[src/verilog/rv_isa_pkg.sv]
// RV32 instruction encodings
package rv_isa_pkg;

    localparam logic [6:0] OPC_OP     = 7'b0110011;
    localparam logic [6:0] OPC_OP_IMM = 7'b0010011;
    localparam logic [6:0] OPC_LUI    = 7'b0110111;
    localparam logic [6:0] OPC_BRANCH = 7'b1100011;
    localparam logic [6:0] OPC_JAL    = 7'b1101111;

    localparam logic [2:0] F3_ADD_SUB = 3'b000;
    localparam logic [2:0] F3_XOR     = 3'b100;
    localparam logic [2:0] F3_OR      = 3'b110;
    localparam logic [2:0] F3_AND     = 3'b111;
    localparam logic [2:0] F3_BEQ     = 3'b000;
    localparam logic [2:0] F3_BNE     = 3'b001;

    localparam logic [6:0] F7_SUB = 7'b0100000;

    localparam logic [31:0] NOP_INSTR = 32'h0000_0013; // addi x0,x0,0.

    typedef union packed {
        struct packed {
            logic [6:0] funct7;
            logic [4:0] rs2;
            logic [4:0] rs1;
            logic [2:0] funct3;
            logic [4:0] rd;
            logic [6:0] opcode;
        } r;
        struct packed {
            logic [11:0] imm;
            logic [4:0]  rs1;
            logic [2:0]  funct3;
            logic [4:0]  rd;
            logic [6:0]  opcode;
        } i;
        struct packed {
            logic       imm12;
            logic [5:0] imm10_5;
            logic [4:0] rs2;
            logic [4:0] rs1;
            logic [2:0] funct3;
            logic [3:0] imm4_1;
            logic       imm11;
            logic [6:0] opcode;
        } b;
        struct packed {
            logic       imm20;
            logic [9:0] imm10_1;
            logic       imm11;
            logic [7:0] imm19_12;
            logic [4:0] rd;
            logic [6:0] opcode;
        } j;
    } rv_instr_u;

endpackage

[src/verilog/rv_pipe_pkg.sv]
// pipeline control encodings
package rv_pipe_pkg;

    localparam int ALU_OP_W = 3;

    localparam logic [ALU_OP_W-1:0] ALU_ADD    = 3'd0;
    localparam logic [ALU_OP_W-1:0] ALU_SUB    = 3'd1;
    localparam logic [ALU_OP_W-1:0] ALU_AND    = 3'd2;
    localparam logic [ALU_OP_W-1:0] ALU_OR     = 3'd3;
    localparam logic [ALU_OP_W-1:0] ALU_XOR    = 3'd4;
    localparam logic [ALU_OP_W-1:0] ALU_PASS_B = 3'd5; // lui result.

    // operand source for the execute stage
    localparam logic FWD_REG = 1'b0;
    localparam logic FWD_WB  = 1'b1;

    localparam logic [31:0] RESET_PC = 32'h0000_0000;

endpackage

[src/verilog/fetch.sv]
// instruction fetch stage
`timescale 1ns/1ps

module fetch
    import rv_pipe_pkg::*;
(
    input  logic        clk_i,
    input  logic        arst_n_i,
    input  logic        imem_wait_i,
    input  logic [31:0] imem_data_i,
    input  logic        redirect_valid_i,
    input  logic [31:0] redirect_pc_i,
    input  logic        flush_i,
    output logic        imem_cs_n_o,
    output logic [31:0] imem_addr_o,
    output logic        fd_valid_o,
    output logic [31:0] fd_instr_o,
    output logic [31:0] fd_pc_o
);

    logic [31:0] pc_q;
    logic        req_q;
    logic        accept;

    assign accept = req_q && !imem_wait_i; // word is valid this edge.

    always_ff @(posedge clk_i or negedge arst_n_i) begin
        if (!arst_n_i) begin
            pc_q       <= RESET_PC;
            req_q      <= 1'b0;
            fd_valid_o <= 1'b0;
        end else begin
            req_q      <= 1'b1;
            fd_valid_o <= accept && !flush_i; // wrong-path word or wait gives a bubble.
            if (redirect_valid_i) begin
                pc_q <= redirect_pc_i; // replaces a pending address too.
            end else if (accept) begin
                pc_q <= pc_q + 32'd4;
            end
        end
    end

    always_ff @(posedge clk_i) begin
        if (accept) begin
            fd_instr_o <= imem_data_i;
            fd_pc_o    <= pc_q;
        end
    end

    assign imem_cs_n_o = !req_q;
    assign imem_addr_o = {pc_q[31:2], 2'b00};

endmodule

[src/verilog/decode_regread.sv]
// decode and register read stage
`timescale 1ns/1ps

module decode_regread
    import rv_isa_pkg::*;
    import rv_pipe_pkg::*;
(
    input  logic                clk_i,
    input  logic                arst_n_i,
    input  logic                fd_valid_i,
    input  logic [31:0]         fd_instr_i,
    input  logic [31:0]         fd_pc_i,
    input  logic                flush_i,
    input  logic                wb_we_i,
    input  logic [4:0]          wb_rd_i,
    input  logic [31:0]         wb_data_i,
    output logic                de_valid_o,
    output logic [31:0]         de_pc_o,
    output logic [ALU_OP_W-1:0] de_alu_op_o,
    output logic [31:0]         de_op_a_o,
    output logic [31:0]         de_op_b_o,
    output logic [31:0]         de_imm_o,
    output logic [4:0]          de_rs1_o,
    output logic [4:0]          de_rs2_o,
    output logic [4:0]          de_rd_o,
    output logic                de_we_o,
    output logic                de_is_branch_o,
    output logic                de_branch_ne_o,
    output logic                de_is_jal_o,
    output logic                de_use_imm_o,
    output logic                de_illegal_o
);

    rv_instr_u           instr;
    logic [31:0]         regs [32];
    logic [ALU_OP_W-1:0] alu_op;
    logic [31:0]         imm;
    logic [31:0]         rdata_a;
    logic [31:0]         rdata_b;
    logic                we;
    logic                is_branch;
    logic                branch_ne;
    logic                is_jal;
    logic                use_imm;
    logic                illegal;
    logic                load_de;

    assign instr   = fd_instr_i;
    assign load_de = fd_valid_i && !flush_i;

    always_comb begin
        alu_op    = ALU_ADD;
        imm       = 32'd0;
        we        = 1'b0;
        is_branch = 1'b0;
        branch_ne = 1'b0;
        is_jal    = 1'b0;
        use_imm   = 1'b0;
        illegal   = 1'b0;
        case (instr.r.opcode)
            OPC_OP: begin
                we = 1'b1;
                if (instr.r.funct3 == F3_ADD_SUB && instr.r.funct7 == F7_SUB) alu_op = ALU_SUB;
                else if (instr.r.funct7 != 7'd0) illegal = 1'b1;
                else if (instr.r.funct3 == F3_XOR) alu_op = ALU_XOR;
                else if (instr.r.funct3 == F3_OR) alu_op = ALU_OR;
                else if (instr.r.funct3 == F3_AND) alu_op = ALU_AND;
                else if (instr.r.funct3 != F3_ADD_SUB) illegal = 1'b1;
            end
            OPC_OP_IMM: begin
                we      = 1'b1;
                use_imm = 1'b1;
                imm     = {{20{instr.i.imm[11]}}, instr.i.imm};
                illegal = (instr.i.funct3 != F3_ADD_SUB); // only addi.
            end
            OPC_LUI: begin
                we      = 1'b1;
                use_imm = 1'b1;
                alu_op  = ALU_PASS_B;
                imm     = {fd_instr_i[31:12], 12'd0};
            end
            OPC_BRANCH: begin
                is_branch = 1'b1;
                branch_ne = (instr.b.funct3 == F3_BNE);
                illegal   = (instr.b.funct3 != F3_BEQ) && (instr.b.funct3 != F3_BNE);
                imm = {{19{instr.b.imm12}}, instr.b.imm12, instr.b.imm11,
                       instr.b.imm10_5, instr.b.imm4_1, 1'b0};
            end
            OPC_JAL: begin
                we     = 1'b1;
                is_jal = 1'b1;
                imm = {{11{instr.j.imm20}}, instr.j.imm20, instr.j.imm19_12,
                       instr.j.imm11, instr.j.imm10_1, 1'b0};
            end
            default: illegal = 1'b1;
        endcase
    end

    // x0 reads zero, a same-cycle write is passed through
    always_comb begin
        if (instr.r.rs1 == 5'd0) rdata_a = 32'd0;
        else if (wb_we_i && wb_rd_i == instr.r.rs1) rdata_a = wb_data_i;
        else rdata_a = regs[instr.r.rs1];
        if (instr.r.rs2 == 5'd0) rdata_b = 32'd0;
        else if (wb_we_i && wb_rd_i == instr.r.rs2) rdata_b = wb_data_i;
        else rdata_b = regs[instr.r.rs2];
    end

    always_ff @(posedge clk_i) begin
        if (wb_we_i && wb_rd_i != 5'd0) begin
            regs[wb_rd_i] <= wb_data_i;
        end
    end

    always_ff @(posedge clk_i or negedge arst_n_i) begin
        if (!arst_n_i) begin
            de_valid_o     <= 1'b0;
            de_we_o        <= 1'b0;
            de_is_branch_o <= 1'b0;
            de_is_jal_o    <= 1'b0;
            de_illegal_o   <= 1'b0;
        end else begin
            de_valid_o     <= load_de; // illegal words still retire.
            de_we_o        <= load_de && we && !illegal && instr.r.rd != 5'd0;
            de_is_branch_o <= load_de && is_branch && !illegal;
            de_is_jal_o    <= load_de && is_jal;
            de_illegal_o   <= load_de && illegal;
        end
    end

    always_ff @(posedge clk_i) begin
        de_pc_o        <= fd_pc_i;
        de_alu_op_o    <= alu_op;
        de_op_a_o      <= rdata_a;
        de_op_b_o      <= rdata_b;
        de_imm_o       <= imm;
        de_rs1_o       <= instr.r.rs1;
        de_rs2_o       <= instr.r.rs2;
        de_rd_o        <= instr.r.rd;
        de_branch_ne_o <= branch_ne;
        de_use_imm_o   <= use_imm;
    end

endmodule

[src/verilog/execute.sv]
// execute stage with write-back register
`timescale 1ns/1ps

module execute
    import rv_pipe_pkg::*;
(
    input  logic                clk_i,
    input  logic                arst_n_i,
    input  logic                de_valid_i,
    input  logic [31:0]         de_pc_i,
    input  logic [ALU_OP_W-1:0] de_alu_op_i,
    input  logic [31:0]         de_op_a_i,
    input  logic [31:0]         de_op_b_i,
    input  logic [31:0]         de_imm_i,
    input  logic [4:0]          de_rd_i,
    input  logic                de_we_i,
    input  logic                de_is_branch_i,
    input  logic                de_branch_ne_i,
    input  logic                de_is_jal_i,
    input  logic                de_use_imm_i,
    input  logic                de_illegal_i,
    input  logic                fwd_a_sel_i,
    input  logic                fwd_b_sel_i,
    output logic                redirect_valid_o,
    output logic [31:0]         redirect_pc_o,
    output logic                wb_we_o,
    output logic [4:0]          wb_rd_o,
    output logic [31:0]         wb_data_o,
    output logic                retire_valid_o,
    output logic [31:0]         retire_pc_o,
    output logic                retire_we_o,
    output logic [4:0]          retire_rd_o,
    output logic [31:0]         retire_data_o,
    output logic                retire_illegal_o
);

    logic [31:0] opa;
    logic [31:0] opb;
    logic [31:0] alu_b;
    logic [31:0] alu_res;
    logic        taken;

    assign opa   = (fwd_a_sel_i == FWD_WB) ? wb_data_o : de_op_a_i;
    assign opb   = (fwd_b_sel_i == FWD_WB) ? wb_data_o : de_op_b_i;
    assign alu_b = de_use_imm_i ? de_imm_i : opb;

    always_comb begin
        case (de_alu_op_i)
            ALU_SUB:    alu_res = opa - alu_b;
            ALU_AND:    alu_res = opa & alu_b;
            ALU_OR:     alu_res = opa | alu_b;
            ALU_XOR:    alu_res = opa ^ alu_b;
            ALU_PASS_B: alu_res = alu_b;
            default:    alu_res = opa + alu_b;
        endcase
    end

    // beq on equal, bne on not equal
    assign taken = de_is_jal_i || (de_is_branch_i && ((opa == opb) != de_branch_ne_i));

    assign redirect_valid_o = de_valid_i && taken;
    assign redirect_pc_o    = de_pc_i + de_imm_i;

    always_ff @(posedge clk_i or negedge arst_n_i) begin
        if (!arst_n_i) begin
            retire_valid_o   <= 1'b0;
            wb_we_o          <= 1'b0;
            retire_illegal_o <= 1'b0;
        end else begin
            retire_valid_o   <= de_valid_i;
            wb_we_o          <= de_valid_i && de_we_i;
            retire_illegal_o <= de_valid_i && de_illegal_i;
        end
    end

    always_ff @(posedge clk_i) begin
        retire_pc_o <= de_pc_i;
        wb_rd_o     <= de_rd_i;
        wb_data_o   <= de_is_jal_i ? de_pc_i + 32'd4 : alu_res; // link value for jal.
    end

    assign retire_we_o   = wb_we_o;
    assign retire_rd_o   = wb_rd_o;
    assign retire_data_o = wb_data_o;

endmodule

[src/verilog/hazard_control.sv]
// forwarding and flush control
`timescale 1ns/1ps

module hazard_control
    import rv_pipe_pkg::*;
(
    input  logic       de_valid_i,
    input  logic [4:0] de_rs1_i,
    input  logic [4:0] de_rs2_i,
    input  logic       wb_we_i,
    input  logic [4:0] wb_rd_i,
    input  logic       redirect_valid_i,
    output logic       fwd_a_sel_o,
    output logic       fwd_b_sel_o,
    output logic       flush_o
);

    logic wb_live;

    // x0 never forwards.
    assign wb_live = de_valid_i && wb_we_i && (wb_rd_i != 5'd0);

    always_comb begin
        fwd_a_sel_o = FWD_REG;
        fwd_b_sel_o = FWD_REG;
        if (wb_live && wb_rd_i == de_rs1_i) begin
            fwd_a_sel_o = FWD_WB;
        end
        if (wb_live && wb_rd_i == de_rs2_i) begin
            fwd_b_sel_o = FWD_WB;
        end
    end

    // older stages hold wrong-path words after a redirect
    assign flush_o = redirect_valid_i;

endmodule

[src/verilog/core_top.sv]
// three-stage RV32 core
`timescale 1ns/1ps

module core_top
    import rv_pipe_pkg::*;
(
    input  logic        clk_i,
    input  logic        arst_n_i,
    input  logic        imem_wait_i,
    input  logic [31:0] imem_data_i,
    output logic        imem_cs_n_o,
    output logic [31:0] imem_addr_o,
    output logic        retire_valid_o,
    output logic [31:0] retire_pc_o,
    output logic        retire_we_o,
    output logic [4:0]  retire_rd_o,
    output logic [31:0] retire_data_o,
    output logic        retire_illegal_o
);

    logic                fd_valid;
    logic [31:0]         fd_instr;
    logic [31:0]         fd_pc;
    logic                de_valid;
    logic [31:0]         de_pc;
    logic [ALU_OP_W-1:0] de_alu_op;
    logic [31:0]         de_op_a;
    logic [31:0]         de_op_b;
    logic [31:0]         de_imm;
    logic [4:0]          de_rs1;
    logic [4:0]          de_rs2;
    logic [4:0]          de_rd;
    logic                de_we;
    logic                de_is_branch;
    logic                de_branch_ne;
    logic                de_is_jal;
    logic                de_use_imm;
    logic                de_illegal;
    logic                wb_we;
    logic [4:0]          wb_rd;
    logic [31:0]         wb_data;
    logic                redirect_valid;
    logic [31:0]         redirect_pc;
    logic                fwd_a_sel;
    logic                fwd_b_sel;
    logic                flush;

    fetch u_fetch (
        .clk_i(clk_i), .arst_n_i(arst_n_i),
        .imem_wait_i(imem_wait_i), .imem_data_i(imem_data_i),
        .redirect_valid_i(redirect_valid), .redirect_pc_i(redirect_pc),
        .flush_i(flush),
        .imem_cs_n_o(imem_cs_n_o), .imem_addr_o(imem_addr_o),
        .fd_valid_o(fd_valid), .fd_instr_o(fd_instr), .fd_pc_o(fd_pc)
    );

    decode_regread u_decode_regread (
        .clk_i(clk_i), .arst_n_i(arst_n_i),
        .fd_valid_i(fd_valid), .fd_instr_i(fd_instr), .fd_pc_i(fd_pc),
        .flush_i(flush),
        .wb_we_i(wb_we), .wb_rd_i(wb_rd), .wb_data_i(wb_data),
        .de_valid_o(de_valid), .de_pc_o(de_pc), .de_alu_op_o(de_alu_op),
        .de_op_a_o(de_op_a), .de_op_b_o(de_op_b), .de_imm_o(de_imm),
        .de_rs1_o(de_rs1), .de_rs2_o(de_rs2), .de_rd_o(de_rd), .de_we_o(de_we),
        .de_is_branch_o(de_is_branch), .de_branch_ne_o(de_branch_ne),
        .de_is_jal_o(de_is_jal), .de_use_imm_o(de_use_imm),
        .de_illegal_o(de_illegal)
    );

    execute u_execute (
        .clk_i(clk_i), .arst_n_i(arst_n_i),
        .de_valid_i(de_valid), .de_pc_i(de_pc), .de_alu_op_i(de_alu_op),
        .de_op_a_i(de_op_a), .de_op_b_i(de_op_b), .de_imm_i(de_imm),
        .de_rd_i(de_rd), .de_we_i(de_we),
        .de_is_branch_i(de_is_branch), .de_branch_ne_i(de_branch_ne),
        .de_is_jal_i(de_is_jal), .de_use_imm_i(de_use_imm),
        .de_illegal_i(de_illegal),
        .fwd_a_sel_i(fwd_a_sel), .fwd_b_sel_i(fwd_b_sel),
        .redirect_valid_o(redirect_valid), .redirect_pc_o(redirect_pc),
        .wb_we_o(wb_we), .wb_rd_o(wb_rd), .wb_data_o(wb_data),
        .retire_valid_o(retire_valid_o), .retire_pc_o(retire_pc_o),
        .retire_we_o(retire_we_o), .retire_rd_o(retire_rd_o),
        .retire_data_o(retire_data_o), .retire_illegal_o(retire_illegal_o)
    );

    hazard_control u_hazard_control (
        .de_valid_i(de_valid), .de_rs1_i(de_rs1), .de_rs2_i(de_rs2),
        .wb_we_i(wb_we), .wb_rd_i(wb_rd),
        .redirect_valid_i(redirect_valid),
        .fwd_a_sel_o(fwd_a_sel), .fwd_b_sel_o(fwd_b_sel), .flush_o(flush)
    );

endmodule

[config.mk]
export PLATFORM = sky130hd
export DESIGN_NAME = core_top
export DESIGN_NICKNAME = d
export VERILOG_FILES = /design/src/verilog/rv_isa_pkg.sv /design/src/verilog/rv_pipe_pkg.sv /design/src/verilog/fetch.sv /design/src/verilog/decode_regread.sv /design/src/verilog/execute.sv /design/src/verilog/hazard_control.sv /design/src/verilog/core_top.sv
export SDC_FILE = /design/constraint.sdc
export NUM_CORES = 2
export LEC_CHECK = 0
export ABC_AREA = 1
export CAP_MARGIN = 25
export CORE_ASPECT_RATIO = 1.1
export CORE_MARGIN = 2
export CORE_UTILIZATION = 45
export CTS_CLUSTER_DIAMETER = 80
export DETAILED_ROUTE_END_ITERATION = 10
export DONT_BUFFER_PORTS = 1
export HOLD_SLACK_MARGIN = 0.15
export SETUP_SLACK_MARGIN = 0.05
export SLEW_MARGIN = 20
export SYNTH_ARGS = -nofsm -noshare
export SYNTH_HDL_FRONTEND = slang
export SYNTH_SLANG_ARGS = --single-unit
[constraint.sdc]
create_clock -name clk_i -period 4.7 [get_ports clk_i]
set_clock_uncertainty 0.1 [all_clocks]
set_input_delay 0.47 -clock clk_i [delete_from_list [all_inputs] [get_ports clk_i]]
set_output_delay 0.47 -clock clk_i [all_outputs]
set_load 0.05 [all_outputs]
==> Yosys cells after proc, flatten, opt, wreduce, memory -nomap -nowiden <==
Memories as Yosys holds them, arrays and structs flattened. A register that Yosys moved wholly into a read port is not among the register bits.
Index checks and enable logic that the tools add are counted.
Widths: inputs -> output; s select.
{ "totals": {"reg_bits": 259, "n_memories": 1, "ramBits": 1024, "word_cells": 119, "output_inout_bits": 105, "inputBits": 35} }
{ "mem_list": {"columns": ["memory", "depth", "word_bits", "read_ports", "rd_ports_with_merged_regs", "wr", "line", "text"], "rows": [
  ["u_decode_regread.regs", 32, 32, 2, 2, 1, "decode_regread.sv:35", "logic [31:0] regs [32];"]
]} }
{ "op_classes": {"n_eq_ne": 20, "bitwise_logic": 3, "n_reduce_logical": 37, "n_addsub": 5, "n_mux": 29} }
{ "ops": {"columns": ["cell", "count"], "rows": [
  ["$mux 32", 6],
  ["$pmux 32 s5", 1],
  ["$pmux 32 s4", 1],
  ["$add 32x3->32 const B", 2],
  ["$add 32x32->32", 2],
  ["$and 32x32->32", 1],
  ["$eq 32x32->1", 1],
  ["$or 32x32->32", 1],
  ["$sub 32x32->32", 1],
  ["$xor 32x32->32", 1],
  ["$eq 7x6->1 const B", 3],
  ["$logic_and 1x1->1", 21],
  ["$eq 3x3->1 const B", 5],
  ["$eq 7x7->1 const B", 2],
  ["$mux 1", 14],
  ["$mux 3", 4],
  ["$eq 5x5->1", 2],
  ["$logic_not 5->1", 2],
  ["$reduce_bool 5->1", 2],
  ["$eq 7x5->1 const B", 1],
  ["$reduce_bool 7->1", 1],
  ["$eq 3x1->1 const B", 2],
  ["$eq 3x2->1 const B", 2],
  ["$pmux 3 s2", 1],
  ["other kinds (11)", 15]
]} }

==> Depth between registers and ports, before layout <==
{ "depth": {"word_depth": 15, "depth_mapped": 37, "depth_no_buf": 34} }

==> By module <==
Synthesis repeated with hierarchy kept, for this count alone.
{ "hier_totals": {"hier_cells": 9223, "area_unflattened_um2": 74805.5} }
{ "modules_own_cells": {"columns": ["mod", "area_per_inst_um2", "seq_area_each_um2", "n_inst", "cells_per_inst"], "rows": [
  ["decode_regread", 58700.0, 33837.5, 1, 6841],
  ["execute", 11385.9, 1456.4, 1, 1877],
  ["fetch", 4511.8, 2772.7, 1, 455],
  ["hazard_control", 207.7, 0.0, 1, 50]
]} }

==> Least setup slack after synthesis <==
Ideal clock, no wire load.
{ "synth_path": {"kind": "flip-flop to flip-flop", "from": "register u_execute.wb_rd_o[2] (netlist: u_execute.retire_rd_o[2])", "to": "register u_execute.wb_data_o[23] (netlist: u_execute.retire_data_o[23])", "setup_ns": 0.130, "arrival_time_ns": 4.432, "path_stages_with_launch": 33, "required_ns": 4.470, "setup_slack_ns": 0.038, "path_buffers": 3, "synth_period_minus_slack_ns": 4.662, "path_cell_list": "dfxtp_1 > buf_6 > inv_2 > nand2_1 > nand2_1 > inv_2 > nand2_1 > nor2_4 > nand3_2 > buf_6 > buf_6 > nand2_1 > nand2_1 > nand2_1 > o21ai_1 > ha_1 > nand3_1 > nand2_1 > xor2_1 > ha_1 > a21o_1 > a21oi_1 > o21ai_0 > a21boi_0 > o21ai_0 > a21boi_0 > nor2_1 > nand2_1 > nand2_1 > nand2_1 > inv_1 > o21ai_0 > a21oi_1"} }
{ "synth_via": {"elab_chain_cells": 9, "elab_cells_between_ends": 18, "classes_between": "2 x add/sub; 2 x eq/ne; 7 x mux; 3 x bitwise; 4 x reduce/logical"} }
{ "synth_lines": {"columns": ["element", "line", "text"], "rows": [
  ["start: declaration", "execute.sv:27", "output logic [4:0] wb_rd_o,"],
  ["start signal: assignment", "execute.sv:78", "wb_rd_o <= de_rd_i;"],
  ["$reduce_bool 5->1", "hazard_control.sv:21", "assign wb_live = de_valid_i && wb_we_i && (wb_rd_i != 5'd0);"],
  ["$logic_and 1x1->1", "hazard_control.sv:21", null],
  ["$logic_and 1x1->1", "hazard_control.sv:29", "if (wb_live && wb_rd_i == de_rs2_i) begin"],
  ["$mux 1", "hazard_control.sv:29", null],
  ["$mux 32", "execute.sv:44", "assign opb = (fwd_b_sel_i == FWD_WB) ? wb_data_o : de_op_b_i;"],
  ["$mux 32", "execute.sv:45", "assign alu_b = de_use_imm_i ? de_imm_i : opb;"],
  ["$add 32x32->32 (tied with other cells)", "execute.sv:54", "default: alu_res = opa + alu_b;"],
  ["$pmux 32 s5 *", "execute.sv:48", "case (de_alu_op_i)"],
  ["$mux 32 *", "execute.sv:79", "wb_data_o <= de_is_jal_i ? de_pc_i + 32'd4 : alu_res;"],
  ["end signal: assignment", "execute.sv:79", null],
  ["end: declaration", "execute.sv:28", "output logic [31:0] wb_data_o,"]
]} }
Mark *: on every way between the ends. The rest lies on a longest branch, timed or not.
A chain may end at the register's enable or synchronous reset.

==> Final worst setup path <==
{ "layout_path": {"from": "register u_execute.wb_rd_o[3] (netlist: u_execute.retire_rd_o[3])", "to": "register u_execute.wb_data_o[31] (netlist: u_execute.retire_data_o[31])"} }
The elaborated chain is that of the path after synthesis.

==> results.py <==
metrics = {
    "flow_run": {
        "max-cap-violations": 0,
    },
    "grt": {
        "grt_max_degree": 156,
        "grt_use_total": 0.3210,
        "grt_pass1_vias": 56820,
        "overflow": 0,
        "grt_first_pass_wirelength_microns": 374900,
        "antenna_found_initial": 3,
    },
    "clock_network": {
        "clkSinkCount": 1347,
        "htree_levels": 4,
        "cts_buffer_depth": 3,
        "cts_root_buffer": "clkbuf_16",
        "clk_pin_slew_ns": 0.07,
        "cts_tree": "built",
        "cts_made_buffers": 146,
        "clock_latency_ns": 0.82,
    },
    "routing": {
        "ant_nets": 0,
        "wire_per_inst_microns": 26.20,
        "routed-via-count": 61010,
        "drc": 0,
        "totalWireLength_microns": 259700,
        "viasPerCell": 6.156,
        "dr.first_iter.drc_count": 8396,
        "firstDrtPassIters": 6,
    },
    "synthesis": {
        "yosys_most_used_dff": "edfxtp_1",
        "ys_types": 57,
        "yosysSeqAreaShare": 0.5510,
        "syn_avg_cell_area_sq_um": 9.041,
        "ys_top_cells_by_count": "1520 x o21ai_0, 1088 x edfxtp_1, 915 x nand2_1, 802 x nor2_1, 627 x a21oi_1",
        "synth_edf_count": 1088,
        "ys_ff_latch": 1347,
        "yosys-top-cells-area": "edfxtp_1 47%, o21ai_0 11%, dfxtp_1 6.3%",
        "async_flop_share": 0.03118,
        "synth_most_common_cell": "o21ai_0",
        "yosysTopAreaCellShare": 0.4729,
        "netlist_instances": 7641,
        "yosys.area.top_type": "edfxtp_1",
        "yosysWarnings": 0,
        "syn-cell-area_sq_um": 69090,
    },
    "sta": {
        "final-max-slew-violation-count": 0,
        "relSlewSlack": 0.2176,
        "hold_viol": 0,
        "fmax_mhz": 222.2,
        "fin_crit_ns": 4.500,
        "hold-worst-slack_ns": 0.1990,
        "finalCritPeriodShare": 0.9574,
        "rsz0062_at_grt": "true",
        "setup_viol": 0,
        "tightest_slew_ns": 1.144,
    },
    "final_layout": {
        "antenna_cells": 0,
        "fin_nets": 7907,
        "area_growth_syn_to_layout_pct": 15.02,
        "drive_gt1_frac": 0.1135,
        "nFillCells": 13660,
    },
    "die": {
        "die_height_microns": 414.9,
        "start_util": 0.4539,
        "die_w_microns": 377.6,
        "die_area_sq_um": 156700,
        "core-area_sq_um": 152200,
        "io_pins": 140,
        "rows": 150,
    },
    "setup_path": {
        "r2r-end": "u_execute.retire_data_o[31]",
        "critPathArrivalTime_ns": 5.05,
        "slowest_stage": "dfxtp_4",
        "crit_end": "u_execute.retire_data_o[31]",
        "timing.rr.start": "u_execute.retire_rd_o[3]",
        "critPathRequiredTime_ns": 5.26,
        "rrSetupSlack_ns": 0.20,
        "cp-startpoint": "u_execute.retire_rd_o[3]",
        "reg2reg_depth": 32,
        "crit_top_cell": "nand2_2",
        "crit_type": "reg -> reg",
        "cpPeakStageDelay_ns": 0.38,
        "cp_max_fo": 7,
        "cp-start-kind": "flop",
        "endpoint_kind": "flop",
    },
    "hold_path": {
        "hold_path_depth": 1,
        "hp-class": "in -> reg",
    },
    "power": {
        "leakagePower_nw": 30.05,
        "powerDensity_nw_per_um2": 395.4,
        "peakVddDrop_v": 0.0002914,
        "power.total_mw": 31.42,
    },
    "place": {
        "port_buffers": 0,
        "place_congestion": 0.9796,
        "dp_hpwl_microns": 162000,
    },
    "outcome": {
        "status": "finished clean",
    },
}
## power by group
| group | leakage [nW] | internal, mW | switching [mW] |
|---|---|---|---|
| combinational | 15.6 | 1.33 | 4.01 |
| sequential | 12.2 | 14.3 | 0.547 |
| clock | 2.26 | 6.27 | 4.96 |
| total | 30.0 | 21.9 | 9.51 |
## how the worst min path moves through the flow
stage | from | to | slack [ns]
after detailed placement | arst_n_i | u_fetch.pc_q[21] | 0.08
after global routing | imem_data_i[10] | u_fetch.fd_instr_o[10] | 0.17
after CTS | imem_data_i[6] | u_fetch.fd_instr_o[6] | 0.15
final | imem_data_i[10] | u_fetch.fd_instr_o[10] | 0.20
after floorplan | arst_n_i | u_decode_regread.de_illegal_o | 0.07
after global placement | arst_n_i | u_fetch.pc_q[21] | 0.08
## kinds of logic (layout without fill, tap and decap cells)
family / count (synthesis) / count (layout) / synth area share
simple gates: 2160 / 2160 / 0.1280
buf+inv: 1173 / 1359 / 0.06763
flops: 1347 / 1347 / 0.5510
other cells: 2 / 35 / 0.0001087
compound gates: 2691 / 2691 / 0.2119
xor+xnor: 137 / 137 / 0.01737
fa+ha+maj: 131 / 131 / 0.02394
## placed cells by master, fill, tap and decap left out, drive strengths merged, types with 8 or more instances in the layout
cell         count
o21a            10
nand4           81
xnor2           34
clkbuf         202
a221oi           8
clkinv          58
conb            35
a31oi           43
buf            423
nand3          288
a21boi          14
o2111ai         14
dfxtp          217
nor2           812
nor3            28
o21ai         1575
dfrtp           42
a21oi          627
o22ai          172
o221ai          79
a211oi          32
nor4            11
or2              8
ha             129
a2111oi         10
dlygate4sd3     56
o211ai          83
inv            616
edfxtp        1088
xor2           103
nand2          920
## worst max-delay path: cells and delay by family, from the launching register on
kind | cells | cell delay, ns
xor gates and xnor gates | 1 | 0.15
buffers and inverters | 7 | 0.74
AOI/OAI and AO/OA | 4 | 0.66
DFF | 1 | 0.38
adders and majority gates | 1 | 0.27
and+or+nand+nor | 19 | 2.01
## state kept, by name, summed over array words and instances, names as in the netlist, 3 cells and up
register                      flops
u_decode_regread.de_pc_o         32
u_decode_regread.de_op_b_o       32
u_decode_regread.de_rd_o          5
u_execute.retire_data_o          32
u_fetch.pc_q                     32
u_decode_regread.de_rs1_o         5
u_execute.retire_rd_o             5
u_fetch.fd_pc_o                  32
u_fetch.fd_instr_o               32
u_decode_regread.de_op_a_o       32
u_decode_regread.de_alu_op_o      3
u_decode_regread.de_imm_o        32
u_decode_regread.de_rs2_o         5
u_decode_regread.regs          1024
u_execute.retire_pc_o            32
## final cells by class
type | instances | area, sq um | area share
Clock buffer | 199 | 4104 | 0.05165
Clock inverter | 68 | 489.2 | 0.006157
Inverter | 610 | 2318 | 0.02918
Multi-Input combinational cell | 5154 | 27290 | 0.3434
Sequential cell | 1347 | 38120 | 0.4798
Tap cell | 2052 | 2567 | 0.03231
Timing Repair Buffer | 482 | 4572 | 0.05754
## what timing repair did
action,in CTS,in global routing
gates resized for setup,11,168
hold buffers,57,1
buffers inserted,0,36
endpoints found under the setup margin,7,60
pin swaps,1,96
hold endpoints to repair,74,3
cloned,0,3
## metal layers
metal / share of wire / routed length [microns] / GRT usage / vias to the layer above
li1: - / - / - / 27200
met4: 0.052 / 13510 / 0.1606 / 2
met2: 0.46 / 118400 / 0.5028 / 3736
met3: 0.10 / 26310 / 0.05729 / 769
met1: 0.39 / 101400 / 0.4275 / 29310
met5: 0.000062 / 16 / 0 / -
## metrics by stage
step | utilization | instance area (sq um) | setup WS, ns | std cells | setup TNS, ns
global route | 0.5220 | 79460 | -0.05919 | 9912 | -0.1729
CTS | 0.5159 | 78530 | 0.03626 | 9871 | 0
finish | 0.5220 | 79460 | 0.2001 | 9912 | 0
floorplan | - | 69210 | 0.07897 | 7674 | 0
global placement | 0.4805 | 73140 | -0.03125 | 9541 | -0.04051
detailed placement | 0.4815 | 73290 | -0.05875 | 9547 | -0.07144
No activity file was read; power rests on OpenSTA's default activity.
